--- config.mk ---
export PLATFORM = sky130hd
export DESIGN_NAME = dataPath
export DESIGN_NICKNAME = d
export VERILOG_FILES = /design/src/riscvPkg.sv /design/src/alu.sv /design/src/branchResolve.sv /design/src/controlDecode.sv /design/src/dataPath.sv /design/src/hazardUnit.sv /design/src/loadStoreAlign.sv /design/src/regFile.sv
export SDC_FILE = /design/constraint.sdc
export NUM_CORES = 2
export LEC_CHECK = 0
export BUFFER_PORTS_ARGS = -buffer_cell sky130_fd_sc_hd__buf_2
export CORE_MARGIN = 5
export CORE_UTILIZATION = 40
export CTS_CLUSTER_DIAMETER = 80
export DETAILED_ROUTE_END_ITERATION = 16
export GPL_TIMING_DRIVEN = 1
export PLACE_DENSITY = 0.67
export SYNTH_ARGS = -nofsm -noshare
export SYNTH_HDL_FRONTEND = slang
export SYNTH_SLANG_ARGS = --single-unit
export TNS_END_PERCENT = 10
--- constraint.sdc ---
create_clock -name clk -period 15.1 [get_ports clk]
set_input_delay 2.265 -clock clk [delete_from_list [all_inputs] [get_ports clk]]
set_output_delay 2.265 -clock clk [all_outputs]
set_load 0.02 [all_outputs]
--- src/riscvPkg.sv ---
`default_nettype none

package riscvPkg;

	localparam int xlen = 32;

	typedef logic [xlen-1:0] word;
	typedef logic [4:0] regAddr;
	typedef logic [3:0] byteMask;
	// load or store funct3 where bit 2 set means zero-extend
	typedef logic [2:0] memWidth;

	typedef enum logic [6:0] {
		op     = 7'b0110011,
		opImm  = 7'b0010011,
		load   = 7'b0000011,
		store  = 7'b0100011,
		branch = 7'b1100011,
		lui    = 7'b0110111,
		auipc  = 7'b0010111,
		jal    = 7'b1101111,
		jalr   = 7'b1100111
	} opcode;

	typedef enum logic [3:0] {
		aluAdd, aluSub, aluAnd, aluOr, aluXor, aluSlt,
		aluSltu, aluSll, aluSrl, aluSra, aluPassB
	} aluOp;

	typedef enum logic [2:0] {immI, immS, immB, immU, immJ} immKind;
	typedef enum logic [1:0] {opARs1, opAPc, opAZero} opASel;
	typedef enum logic [1:0] {wbAlu, wbMem, wbPcPlus4} wbSel;
	typedef enum logic [1:0] {fwdNone, fwdMem, fwdWb} fwdSel;

	function automatic opcode opOf(input word instr);
		return opcode'(instr[6:0]);
	endfunction

	function automatic regAddr rdOf(input word instr);
		return instr[11:7];
	endfunction

	function automatic regAddr rs1Of(input word instr);
		return instr[19:15];
	endfunction

	function automatic regAddr rs2Of(input word instr);
		return instr[24:20];
	endfunction

	function automatic memWidth funct3Of(input word instr);
		return instr[14:12];
	endfunction

endpackage

`default_nettype wire

--- src/alu.sv ---
`timescale 1ns/1ps
`default_nettype none

module alu import riscvPkg::*; (
	input word a,
	input word b,
	input aluOp op,
	output word y
);

	logic [4:0] shamt;

	// shifts only look at the low five bits
	assign shamt = b[4:0];

	always_comb begin
		case (op)
			aluAdd: y = a + b;
			aluSub: y = a - b;
			aluAnd: y = a & b;
			aluOr: y = a | b;
			aluXor: y = a ^ b;
			aluSlt: y = {{(xlen-1){1'b0}}, $signed(a) < $signed(b)};
			aluSltu: y = {{(xlen-1){1'b0}}, a < b};
			aluSll: y = a << shamt;
			aluSrl: y = a >> shamt;
			aluSra: y = $signed(a) >>> shamt;
			aluPassB: y = b;
			default: y = '0;
		endcase
	end

endmodule

`default_nettype wire

--- src/branchResolve.sv ---
`timescale 1ns/1ps
`default_nettype none

module branchResolve import riscvPkg::*; (
	input word pc,
	input word imm,
	input word a,
	input word b,
	input memWidth funct3,
	input logic isBranch,
	output logic taken,
	output word target
);

	logic cond;

	always_comb begin
		case (funct3)
			3'b000: cond = a == b;
			3'b001: cond = a != b;
			3'b100: cond = $signed(a) < $signed(b);
			3'b101: cond = $signed(a) >= $signed(b);
			3'b110: cond = a < b;
			3'b111: cond = a >= b;
			default: cond = 1'b0;
		endcase
	end

	assign taken = isBranch && cond;
	assign target = pc + imm;

endmodule

`default_nettype wire

--- src/controlDecode.sv ---
`timescale 1ns/1ps
`default_nettype none

module controlDecode import riscvPkg::*; (
	input word instr,
	output aluOp aluCtl,
	output word imm,
	output opASel aSel,
	output logic bIsImm,
	output logic regWrite,
	output logic isBranch,
	output logic isJump,
	output logic isLoad,
	output logic isStore,
	output wbSel wb,
	output memWidth width
);

	immKind kind;
	memWidth funct3;

	function automatic aluOp arith(input memWidth f3, input logic alt);
		case (f3)
			3'b000: return alt ? aluSub : aluAdd;
			3'b001: return aluSll;
			3'b010: return aluSlt;
			3'b011: return aluSltu;
			3'b100: return aluXor;
			3'b101: return alt ? aluSra : aluSrl;
			3'b110: return aluOr;
			default: return aluAnd;
		endcase
	endfunction

	assign funct3 = funct3Of(instr);
	assign width = funct3;

	always_comb begin
		aluCtl = aluAdd;
		aSel = opARs1;
		bIsImm = 1'b1;
		regWrite = 1'b0;
		isBranch = 1'b0;
		isJump = 1'b0;
		isLoad = 1'b0;
		isStore = 1'b0;
		wb = wbAlu;
		kind = immI;
		case (opOf(instr))
			op: begin
				bIsImm = 1'b0;
				regWrite = 1'b1;
				aluCtl = arith(funct3, instr[30]);
			end
			opImm: begin
				regWrite = 1'b1;
				// bit 30 is part of the immediate except for SRAI
				aluCtl = arith(funct3, funct3 == 3'b101 && instr[30]);
			end
			load: begin
				regWrite = 1'b1;
				isLoad = 1'b1;
				wb = wbMem;
			end
			store: begin
				isStore = 1'b1;
				kind = immS;
			end
			branch: begin
				isBranch = 1'b1;
				kind = immB;
			end
			lui: begin
				regWrite = 1'b1;
				aSel = opAZero;
				aluCtl = aluPassB;
				kind = immU;
			end
			auipc: begin
				regWrite = 1'b1;
				aSel = opAPc;
				kind = immU;
			end
			jal: begin
				regWrite = 1'b1;
				isJump = 1'b1;
				aSel = opAPc;
				wb = wbPcPlus4;
				kind = immJ;
			end
			jalr: begin
				regWrite = 1'b1;
				isJump = 1'b1;
				wb = wbPcPlus4;
			end
			// anything else passes as a bubble
			default: bIsImm = 1'b0;
		endcase
	end

	always_comb begin
		case (kind)
			immS: imm = {{20{instr[31]}}, instr[31:25], instr[11:7]};
			immB: imm = {{19{instr[31]}}, instr[31], instr[7], instr[30:25], instr[11:8], 1'b0};
			immU: imm = {instr[31:12], 12'b0};
			immJ: imm = {{11{instr[31]}}, instr[31], instr[19:12], instr[20], instr[30:21], 1'b0};
			default: imm = {{20{instr[31]}}, instr[31:20]};
		endcase
	end

endmodule

`default_nettype wire

--- src/dataPath.sv ---
`timescale 1ns/1ps
`default_nettype none

module dataPath import riscvPkg::*; #(
	parameter word resetPc = '0
) (
	input logic clk,
	input logic reset,
	input word instr,
	input word din,
	output word pc,
	output word memAdr,
	output word memWdata,
	output byteMask wea
);

	word pcF, pcNext, pcPlus4F;
	word instrD, pcD, pcPlus4D, rs1D, rs2D, immD, brA, brB, branchTarget;
	aluOp aluCtlD;
	opASel aSelD;
	wbSel wbD;
	memWidth widthD;
	logic bIsImmD, regWriteD, isBranchD, isJumpD, isLoadD, isStoreD, branchTaken;
	word pcE, pcPlus4E, rs1ValE, rs2ValE, immE, fwdValA, fwdValB;
	word opA, opB, aluY, jumpTarget;
	aluOp aluCtlE;
	opASel aSelE;
	wbSel wbE;
	memWidth widthE;
	regAddr rs1AddrE, rs2AddrE, rdE;
	logic bIsImmE, regWriteE, isLoadE, isStoreE, jumpE;
	word aluM, storeDataM, pcPlus4M, resultM, loadDataM;
	wbSel wbM;
	memWidth widthM;
	regAddr rdM;
	logic regWriteM, isLoadM, isStoreM;
	word aluW, loadW, pcPlus4W, resultW;
	wbSel wbW;
	regAddr rdW;
	logic regWriteW;
	logic stallF, stallD, flushD, flushE, brFwdA, brFwdB;
	fwdSel fwdA, fwdB;

	// a jump in execute overrides a branch in decode
	assign pcPlus4F = pcF + 32'd4;
	always_comb begin
		if (jumpE)
			pcNext = jumpTarget;
		else if (branchTaken && !stallD)
			pcNext = branchTarget;
		else
			pcNext = pcPlus4F;
	end

	always_ff @(posedge clk) begin
		if (reset)
			pcF <= resetPc;
		else if (!stallF)
			pcF <= pcNext;
	end
	assign pc = pcF;

	// an all-zero word decodes as a bubble
	always_ff @(posedge clk) begin
		if (reset || flushD)
			instrD <= '0;
		else if (!stallD)
			instrD <= instr;
	end
	always_ff @(posedge clk) begin
		if (!stallD) begin
			pcD <= pcF;
			pcPlus4D <= pcPlus4F;
		end
	end

	regFile regFile_inst (
		.clk(clk), .reset(reset), .we(regWriteW), .rdAddr(rdW),
		.rs1Addr(rs1Of(instrD)), .rs2Addr(rs2Of(instrD)), .wd(resultW),
		.rs1(rs1D), .rs2(rs2D)
	);

	controlDecode controlDecode_inst (
		.instr(instrD), .aluCtl(aluCtlD), .imm(immD), .aSel(aSelD), .bIsImm(bIsImmD),
		.regWrite(regWriteD), .isBranch(isBranchD), .isJump(isJumpD), .isLoad(isLoadD),
		.isStore(isStoreD), .wb(wbD), .width(widthD)
	);

	assign brA = brFwdA ? resultM : rs1D;
	assign brB = brFwdB ? resultM : rs2D;

	branchResolve branchResolve_inst (
		.pc(pcD), .imm(immD), .a(brA), .b(brB), .funct3(widthD), .isBranch(isBranchD),
		.taken(branchTaken), .target(branchTarget)
	);

	always_ff @(posedge clk) begin
		if (reset || flushE) begin
			regWriteE <= 1'b0;
			isLoadE <= 1'b0;
			isStoreE <= 1'b0;
			jumpE <= 1'b0;
		end else begin
			regWriteE <= regWriteD;
			isLoadE <= isLoadD;
			isStoreE <= isStoreD;
			jumpE <= isJumpD;
		end
	end
	always_ff @(posedge clk) begin
		aluCtlE <= aluCtlD;
		aSelE <= aSelD;
		bIsImmE <= bIsImmD;
		wbE <= wbD;
		widthE <= widthD;
		rs1AddrE <= rs1Of(instrD);
		rs2AddrE <= rs2Of(instrD);
		rdE <= rdOf(instrD);
		rs1ValE <= rs1D;
		rs2ValE <= rs2D;
		immE <= immD;
		pcE <= pcD;
		pcPlus4E <= pcPlus4D;
	end

	always_comb begin
		case (fwdA)
			fwdMem: fwdValA = resultM;
			fwdWb: fwdValA = resultW;
			default: fwdValA = rs1ValE;
		endcase
		case (fwdB)
			fwdMem: fwdValB = resultM;
			fwdWb: fwdValB = resultW;
			default: fwdValB = rs2ValE;
		endcase
		case (aSelE)
			opAPc: opA = pcE;
			opAZero: opA = '0;
			default: opA = fwdValA;
		endcase
	end
	assign opB = bIsImmE ? immE : fwdValB;

	alu alu_inst (.a(opA), .b(opB), .op(aluCtlE), .y(aluY));

	// JALR drops bit 0, JAL targets are already even
	assign jumpTarget = {aluY[xlen-1:1], 1'b0};

	always_ff @(posedge clk) begin
		if (reset) begin
			regWriteM <= 1'b0;
			isLoadM <= 1'b0;
			isStoreM <= 1'b0;
		end else begin
			regWriteM <= regWriteE;
			isLoadM <= isLoadE;
			isStoreM <= isStoreE;
		end
	end
	always_ff @(posedge clk) begin
		aluM <= aluY;
		storeDataM <= fwdValB;
		pcPlus4M <= pcPlus4E;
		wbM <= wbE;
		widthM <= widthE;
		rdM <= rdE;
	end

	// loads in memory are never forwarded, the hazard unit stalls instead
	assign resultM = (wbM == wbPcPlus4) ? pcPlus4M : aluM;
	assign memAdr = aluM;

	loadStoreAlign loadStoreAlign_inst (
		.addrLow(aluM[1:0]), .width(widthM), .isStore(isStoreM), .isLoad(isLoadM),
		.storeData(storeDataM), .din(din), .wea(wea), .wdata(memWdata), .loadData(loadDataM)
	);

	always_ff @(posedge clk) begin
		if (reset)
			regWriteW <= 1'b0;
		else
			regWriteW <= regWriteM;
	end
	always_ff @(posedge clk) begin
		aluW <= aluM;
		loadW <= loadDataM;
		pcPlus4W <= pcPlus4M;
		wbW <= wbM;
		rdW <= rdM;
	end

	always_comb begin
		case (wbW)
			wbMem: resultW = loadW;
			wbPcPlus4: resultW = pcPlus4W;
			default: resultW = aluW;
		endcase
	end

	hazardUnit hazardUnit_inst (
		.rs1D(rs1Of(instrD)), .rs2D(rs2Of(instrD)), .rs1E(rs1AddrE), .rs2E(rs2AddrE),
		.rdE(rdE), .rdM(rdM), .rdW(rdW), .isBranchD(isBranchD), .regWriteE(regWriteE),
		.regWriteM(regWriteM), .regWriteW(regWriteW), .isLoadE(isLoadE), .isLoadM(isLoadM),
		.jumpE(jumpE), .branchTakenD(branchTaken), .stallF(stallF), .stallD(stallD),
		.flushD(flushD), .flushE(flushE), .brFwdA(brFwdA), .brFwdB(brFwdB),
		.fwdA(fwdA), .fwdB(fwdB)
	);

endmodule

`default_nettype wire

--- src/hazardUnit.sv ---
`timescale 1ns/1ps
`default_nettype none

module hazardUnit import riscvPkg::*; (
	input regAddr rs1D,
	input regAddr rs2D,
	input regAddr rs1E,
	input regAddr rs2E,
	input regAddr rdE,
	input regAddr rdM,
	input regAddr rdW,
	input logic isBranchD,
	input logic regWriteE,
	input logic regWriteM,
	input logic regWriteW,
	input logic isLoadE,
	input logic isLoadM,
	input logic jumpE,
	input logic branchTakenD,
	output logic stallF,
	output logic stallD,
	output logic flushD,
	output logic flushE,
	output logic brFwdA,
	output logic brFwdB,
	output fwdSel fwdA,
	output fwdSel fwdB
);

	logic loadUse;
	logic branchStall;
	logic stall;

	function automatic logic hits(input regAddr rd, input regAddr rs);
		return rd != '0 && rd == rs;
	endfunction

	// memory stage is newer than writeback, so it wins
	function automatic fwdSel pickFwd(input regAddr rs, input logic wrM, input regAddr dstM,
			input logic wrW, input regAddr dstW);
		if (wrM && hits(dstM, rs))
			return fwdMem;
		if (wrW && hits(dstW, rs))
			return fwdWb;
		return fwdNone;
	endfunction

	assign loadUse = isLoadE && (hits(rdE, rs1D) || hits(rdE, rs2D));
	assign branchStall = isBranchD && ((regWriteE && (hits(rdE, rs1D) || hits(rdE, rs2D)))
		|| (isLoadM && (hits(rdM, rs1D) || hits(rdM, rs2D))));

	// a jump in execute squashes decode, nothing there needs to wait
	assign stall = (loadUse || branchStall) && !jumpE;
	assign stallF = stall;
	assign stallD = stall;
	assign flushD = jumpE || (branchTakenD && !stall);
	assign flushE = jumpE || stall;

	assign brFwdA = regWriteM && !isLoadM && hits(rdM, rs1D);
	assign brFwdB = regWriteM && !isLoadM && hits(rdM, rs2D);
	assign fwdA = pickFwd(rs1E, regWriteM, rdM, regWriteW, rdW);
	assign fwdB = pickFwd(rs2E, regWriteM, rdM, regWriteW, rdW);

endmodule

`default_nettype wire

--- src/loadStoreAlign.sv ---
`timescale 1ns/1ps
`default_nettype none

module loadStoreAlign import riscvPkg::*; (
	input logic [1:0] addrLow,
	input memWidth width,
	input logic isStore,
	input logic isLoad,
	input word storeData,
	input word din,
	output byteMask wea,
	output word wdata,
	output word loadData
);

	logic [4:0] laneShift;
	word shifted;

	assign laneShift = {addrLow, 3'b000};
	assign wdata = storeData << laneShift;
	// addressed byte or halfword lands in the low lanes
	assign shifted = din >> laneShift;

	always_comb begin
		wea = '0;
		if (isStore) begin
			case (width[1:0])
				2'b00: wea = 4'b0001 << addrLow;
				2'b01: wea = addrLow[1] ? 4'b1100 : 4'b0011;
				default: wea = 4'b1111;
			endcase
		end
	end

	always_comb begin
		loadData = '0;
		if (isLoad) begin
			case (width)
				3'b000: loadData = {{24{shifted[7]}}, shifted[7:0]};
				3'b100: loadData = {24'b0, shifted[7:0]};
				3'b001: loadData = {{16{shifted[15]}}, shifted[15:0]};
				3'b101: loadData = {16'b0, shifted[15:0]};
				default: loadData = din;
			endcase
		end
	end

endmodule

`default_nettype wire

--- src/regFile.sv ---
`timescale 1ns/1ps
`default_nettype none

module regFile import riscvPkg::*; (
	input logic clk,
	input logic reset,
	input logic we,
	input regAddr rdAddr,
	input regAddr rs1Addr,
	input regAddr rs2Addr,
	input word wd,
	output word rs1,
	output word rs2
);

	// no storage behind x0
	word regs [1:31];

	always_ff @(posedge clk) begin
		if (reset) begin
			for (int i = 1; i < 32; i++)
				regs[i] <= '0;
		end else if (we && rdAddr != '0) begin
			regs[rdAddr] <= wd;
		end
	end

	// write-through so decode sees the value written back this cycle
	always_comb begin
		if (rs1Addr == '0)
			rs1 = '0;
		else if (we && rs1Addr == rdAddr)
			rs1 = wd;
		else
			rs1 = regs[rs1Addr];
		if (rs2Addr == '0)
			rs2 = '0;
		else if (we && rs2Addr == rdAddr)
			rs2 = wd;
		else
			rs2 = regs[rs2Addr];
	end

endmodule

`default_nettype wire

Word-level counts from Yosys, hierarchy flattened
Memory sizes are Yosys's and may differ from the RTL's. A register that Yosys moved wholly into a read port is not among the register bits.
Cells that the tools add are included.
{ "classes": {"addsub": 4, "magnitude_cmp": 6, "shift": 6, "muxes": 63, "eq_ne": 55, "n_reduce_logical": 52, "n_bitwise": 3} }
{ "ops": {"columns": ["operator", "count"], "rows": [
  ["$mux 32", 11],
  ["$pmux 32 s11", 1],
  ["$pmux 32 s2", 4],
  ["$lt 32x32->1", 4],
  ["$pmux 32 s4", 1],
  ["$pmux 31 s4", 1],
  ["$add 32x32->32", 2],
  ["$ge 32x32->1", 2],
  ["$shl 32x5->32", 2],
  ["$pmux 4 s7", 2],
  ["$eq 5x5->1", 10],
  ["$add 32x3->32 const B", 1],
  ["$and 32x32->32", 1],
  ["$eq 32x32->1", 1],
  ["$ne 32x32->1", 1],
  ["$or 32x32->32", 1],
  ["$reduce_or 32->1", 1],
  ["$shr 32x5->16", 1],
  ["$shr 32x5->32", 1],
  ["$sshr 32x5->32", 1],
  ["$sub 32x32->32", 1],
  ["$xor 32x32->32", 1],
  ["$logic_and 1x1->1", 26],
  ["$mux 5", 5],
  ["other kinds (32)", 107]
]} }
{ "totals": {"input_bits": 66, "mem_count": 1, "out_inout_bits": 100, "regBits": 532, "mem_bits_rw": 992, "elab_cells": 226} }
{ "memory_table": {"columns": ["memory", "depth", "width", "read_ports", "rd_ports_with_merged_regs", "write_ports", "line", "text"], "rows": [
  ["regFile_inst.regs", 31, 32, 2, 2, 31, "regFile.sv:17", "word regs [1:31];"]
]} }

Logic depth before layout (Yosys ltp)
{ "logic_depth": {"depth_word": 13, "mapped_depth": 28, "depth_no_buf": 23} }

Cells and area by module
A second synthesis with hierarchy kept.
{ "unflattened": {"hier_cells": 7323, "hier_area_um2": 86472.9} }
{ "modules_own_cells": {"columns": ["module", "seq_area_each_um2", "instances", "area_per_inst_um2", "cells_each"], "rows": [
  ["regFile", 30749.5, 1, 54722.5, 3741],
  ["dataPath", 11190.7, 1, 17543.1, 1589],
  ["alu", 0.0, 1, 8934.8, 1238],
  ["branchResolve", 0.0, 1, 2531.2, 353],
  ["loadStoreAlign", 0.0, 1, 1467.7, 222],
  ["controlDecode", 0.0, 1, 650.6, 99],
  ["hazardUnit", 0.0, 1, 623.1, 81]
]} }

Worst setup path before layout
OpenSTA, ideal clock, no wires.
{ "synth_timing": {"path_kind": "register to register", "start": "register (tool-made name)", "end": "register pcF[5], in the netlist pc[5]", "path_stages_with_launch": 25, "required_ps": 14977, "synth_period_minus_slack_ps": 6237, "setup_slack_ps": 8863, "setup_time_ps": 123, "path_buffers": 6, "t_arrival_ps": 6114, "cell_sequence": "dfxtp_1 -> clkbuf_1 -> buf_1 -> clkbuf_1 -> buf_1 -> mux4_2 -> mux4_2 -> mux2i_1 -> mux2i_1 -> nand2_1 -> mux2i_1 -> ha_1 -> nand4_1 -> nor4_1 -> and2_1 -> o21ai_0 -> o21ba_2 -> and4_1 -> o21a_1 -> nor2_1 -> clkbuf_1 -> clkbuf_1 -> nor2_1 -> o32ai_1 -> o2bb2ai_1"} }
{ "synth_rtl": {"columns": ["element", "line", "text"], "rows": [
  ["to (signal assigned)", "dataPath.sv:57", "pcF <= resetPc;"],
  ["to (signal assigned)", "dataPath.sv:59", "pcF <= pcNext;"],
  ["to (decl)", "dataPath.sv:17", "word pcF, pcNext, pcPlus4F;"]
]} }

==> metrics <==
vias in the first global route 63603; # clock sinks 1562; Syn Area/Cell 11.81 µm²; Clock H-tree levels 4; RSZ-0062 raised after global routing false; period utilization 56.83%; CTS buffer count 170; cells after synthesis 7107; Critical Path Max Stage Delay roughly 0.85 ns; WHS Endpoint pcPlus4M[12]; wire length on met3 50690 µm; synthesis-to-finish area growth 11.24%; status complete, no violations; most common cell after layout, fill and taps aside nor2_1; Ys Warns 0; Setup Skew 0.03881 ns; top layer in use met5; via count 66442; clk root buf clkbuf_16; Worst Path Buf+Inv 4; clock period minus worst slack 8.581 ns; largest net degree at the start of global routing 105; Total Power 0.01307 W; Clock Latency Late Sink 0.85 ns; share of cells above drive strength 1 20.78%; Post-DP HPWL 250400 µm; worst min path class flop to flop; fillers ~19000; R2R cell count 21; chip height 468.0 µm; Yosys cell types 98; worst min-delay path startpoint pcPlus4E[12]; Min-Delay Path Depth 0; GPL Wtd Cong roughly 1.1; Routed WL 362600 µm; Mapped Area about 84000 µm²; CTS tree built; initial antenna violation count 40; Post-synth EDFFs about 1100; slowest cell on the critical path buf_4; register-to-register path setup slack 6.52 ns; I/O Buffers 165; setup TNS 0 ns; DRC 0; Post-CTS Setup Inserts 0; critical path class flop to flop; PD cells 140.0 nW/µm²; P_leak 34.60 nW; row count roughly 170; Crit path max-delay family compound AO/OA/AOI/OAI gates; startpoint types flop; Max VDD drop 0.0001452 V; Area after DPL 87910 µm²; r2r endpoint instrD[21]; Clock transition at path regs 0.06 ns; # hold bufs at CTS 0; die extent in x 468.0 µm; ANT nets after route 0; Cells after DPL 9686; routed vias/inst 6.638; most frequent cells in the layout nor2_1, edfxtp_1, mux4_2; DRT met1 WL 123100 µm; Top Ports about 170; final net count 7288; GRT Total Usage 32.40%; #FFs+latches synth ~1600; sequential share of the synthesized area 50.22%; final max-slew violation count 0; fraction of registers with async set/reset 0%; Fin. Hold Viols 0; CORE AREA 209200 µm²; Worst-Margin Slew 1.434 ns; Die Area 219000 µm²; clk buf depth 3; worst-path cell chain buf_4, buf_4, mux4_2, mux4_2, nor2b_1, a211oi_1, a211oi_1, a21oi_1, ha_1, nand3_1, o22ai_1, nor3_1, o31ai_1, a31oi_1, and4_1, o21ai_0, nand2_1, buf_4, nand2_1, buf_4, a21oi_1; relative slew slack 3.735%; endpoint class of the critical path flop; DR pass1 iterations 6; FF+latch area about 42000 µm²; f_max 0.1165 GHz; Met2 Routed Length ~160000 µm; area occupied by multi-input gates 38800 µm²; Layout Cells excl Fill 10010; Wirelength per Cell 36.23 µm; maximum fanout along the worst path 43; Fin Hold WS ~0.32 ns; critical path arrival 9.23 ns; Final Cell Area a little over 90000 µm²; Overflow after GRT 0; final number of setup-violating endpoints 0; most frequent cell on the critical path buf_4; worst path required time 15.75 ns; initial drt markers 10489; post-CTS sizing 0; starting density of the core between 40% and 50%; ys flop type edfxtp_1; first-pass GRT wire length 499500 µm; max cap viols 0
worst max path at each step:
stage / startpoint / end / slack, ns / cells past startpoint
floorplan: flop / pc[5] / 8.86 / 24
global placement: flop / flop / 6.71 / 21
detailed placement: flop / flop / 6.69 / 21
CTS: flop / flop / 6.61 / 21
global route: flop / flop / 6.16 / 21
finish: flop / instrD[21] / 6.52 / 21
sequential cells by signal (all words and copies together), names as in the netlist, 30 cells and up, named ones only:
name,flops
rs1ValE,32
immE,32
loadW,32
pcE,30
rs2ValE,32
aluW,32
pcPlus4W,32
pcPlus4D,30
memAdr,32
pcPlus4M,32
storeDataM,32
pcPlus4E,32
instrD,32
regFile_inst.regs,1024
pc,32
pcD,32
final cells by class:
class                   instances  share of cell area (%)
clock inverters                77                  0.7051
multi-input cells            4718                   41.57
well taps                    2805                   3.760
inverters                     192                  0.7748
diodes                         15                 0.04021
flip-flops and latches       1562                   45.19
clock buffers                 231                   5.051
repair buffers                410                   2.913
logic make-up after synthesis:
| group | count (synthesis) | synth area share [%] |
|---|---|---|
| simple gates | 2203 | 11.10 |
| flops | 1562 | 50.22 |
| compound gates | 1285 | 10.23 |
| mux | 900 | 20.56 |
| buf+inv | 858 | 3.989 |
| fa+ha+maj | 168 | 2.532 |
| xor+xnor | 130 | 1.357 |
| other cells | 1 | 0.004469 |
stage by stage:
stage / utilization (%) / worst slack [ns]
6_report: 44.63 / 6.519
2_1_floorplan: - / 8.863
5_1_grt: 44.61 / 6.159
3_3_place_gp: 42.03 / 6.714
4_1_cts: 44.60 / 6.614
3_5_place_dp: 42.03 / 6.688
worst register-to-register path, stage by stage, from the launching register on:
cell and delay [ns]:
dfxtp_4 0.65, buf_4 0.71, buf_4 0.90, mux4_2 0.67, mux4_2 0.50, nor2b_1 0.15, a211oi_1 0.53, a211oi_1 0.17
a21oi_1 0.19, ha_1 0.26, nand3_1 0.27, o22ai_1 0.14, nor3_1 0.64, o31ai_1 0.18, a31oi_1 0.45, and4_1 0.30
o21ai_0 0.19, nand2_1 0.11, buf_4 0.38, nand2_1 0.13, buf_4 0.25, a21oi_1 0.63
routing by layer:
metal / vias to the layer above / track usage [%]
met5: - / 0.3074
met4: 16 / 21.31
met3: 1288 / 11.07
met2: 5481 / 48.70
met1: 33137 / 39.72
li1: 26520 / -
synthesized netlist by cell type (all sizes together) (16+ instances only):
master   count  share of area, %
a2111oi     16              0.17
a211oi     169               1.5
a21o        68              0.61
a21oi      351               2.1
a221oi      22              0.23
a22o        16              0.17
a22oi       69              0.62
a311oi      19              0.21
a31oi       49              0.37
and2        36              0.27
and3        26              0.19
buf        144              0.79
clkbuf     522               2.3
dfxtp      476                11
edfxtp    1086                39
ha         165               2.5
inv        186              0.83
mux2        20              0.27
mux2i      224               2.7
mux4       656                18
nand2      464               2.1
nand2b      18              0.13
nand3       85              0.51
nand4       20              0.15
nor2      1288               5.8
nor2b       63              0.47
nor3        90              0.54
nor4        40              0.33
o211ai      34              0.30
o21a        51              0.46
o21ai      196               1.2
o221ai      23              0.25
o22ai       39              0.29
o31ai       23              0.21
or2         25              0.19
xnor2       91              0.95
xor2        39              0.41
report_power, final:
part	internal [W]	switching (W)
sequential	0.00486	0.000298
combinational	0.00109	0.00273
clock	0.00227	0.00182
total	0.00822	0.00485
Power figures use the tool's default switching activity.
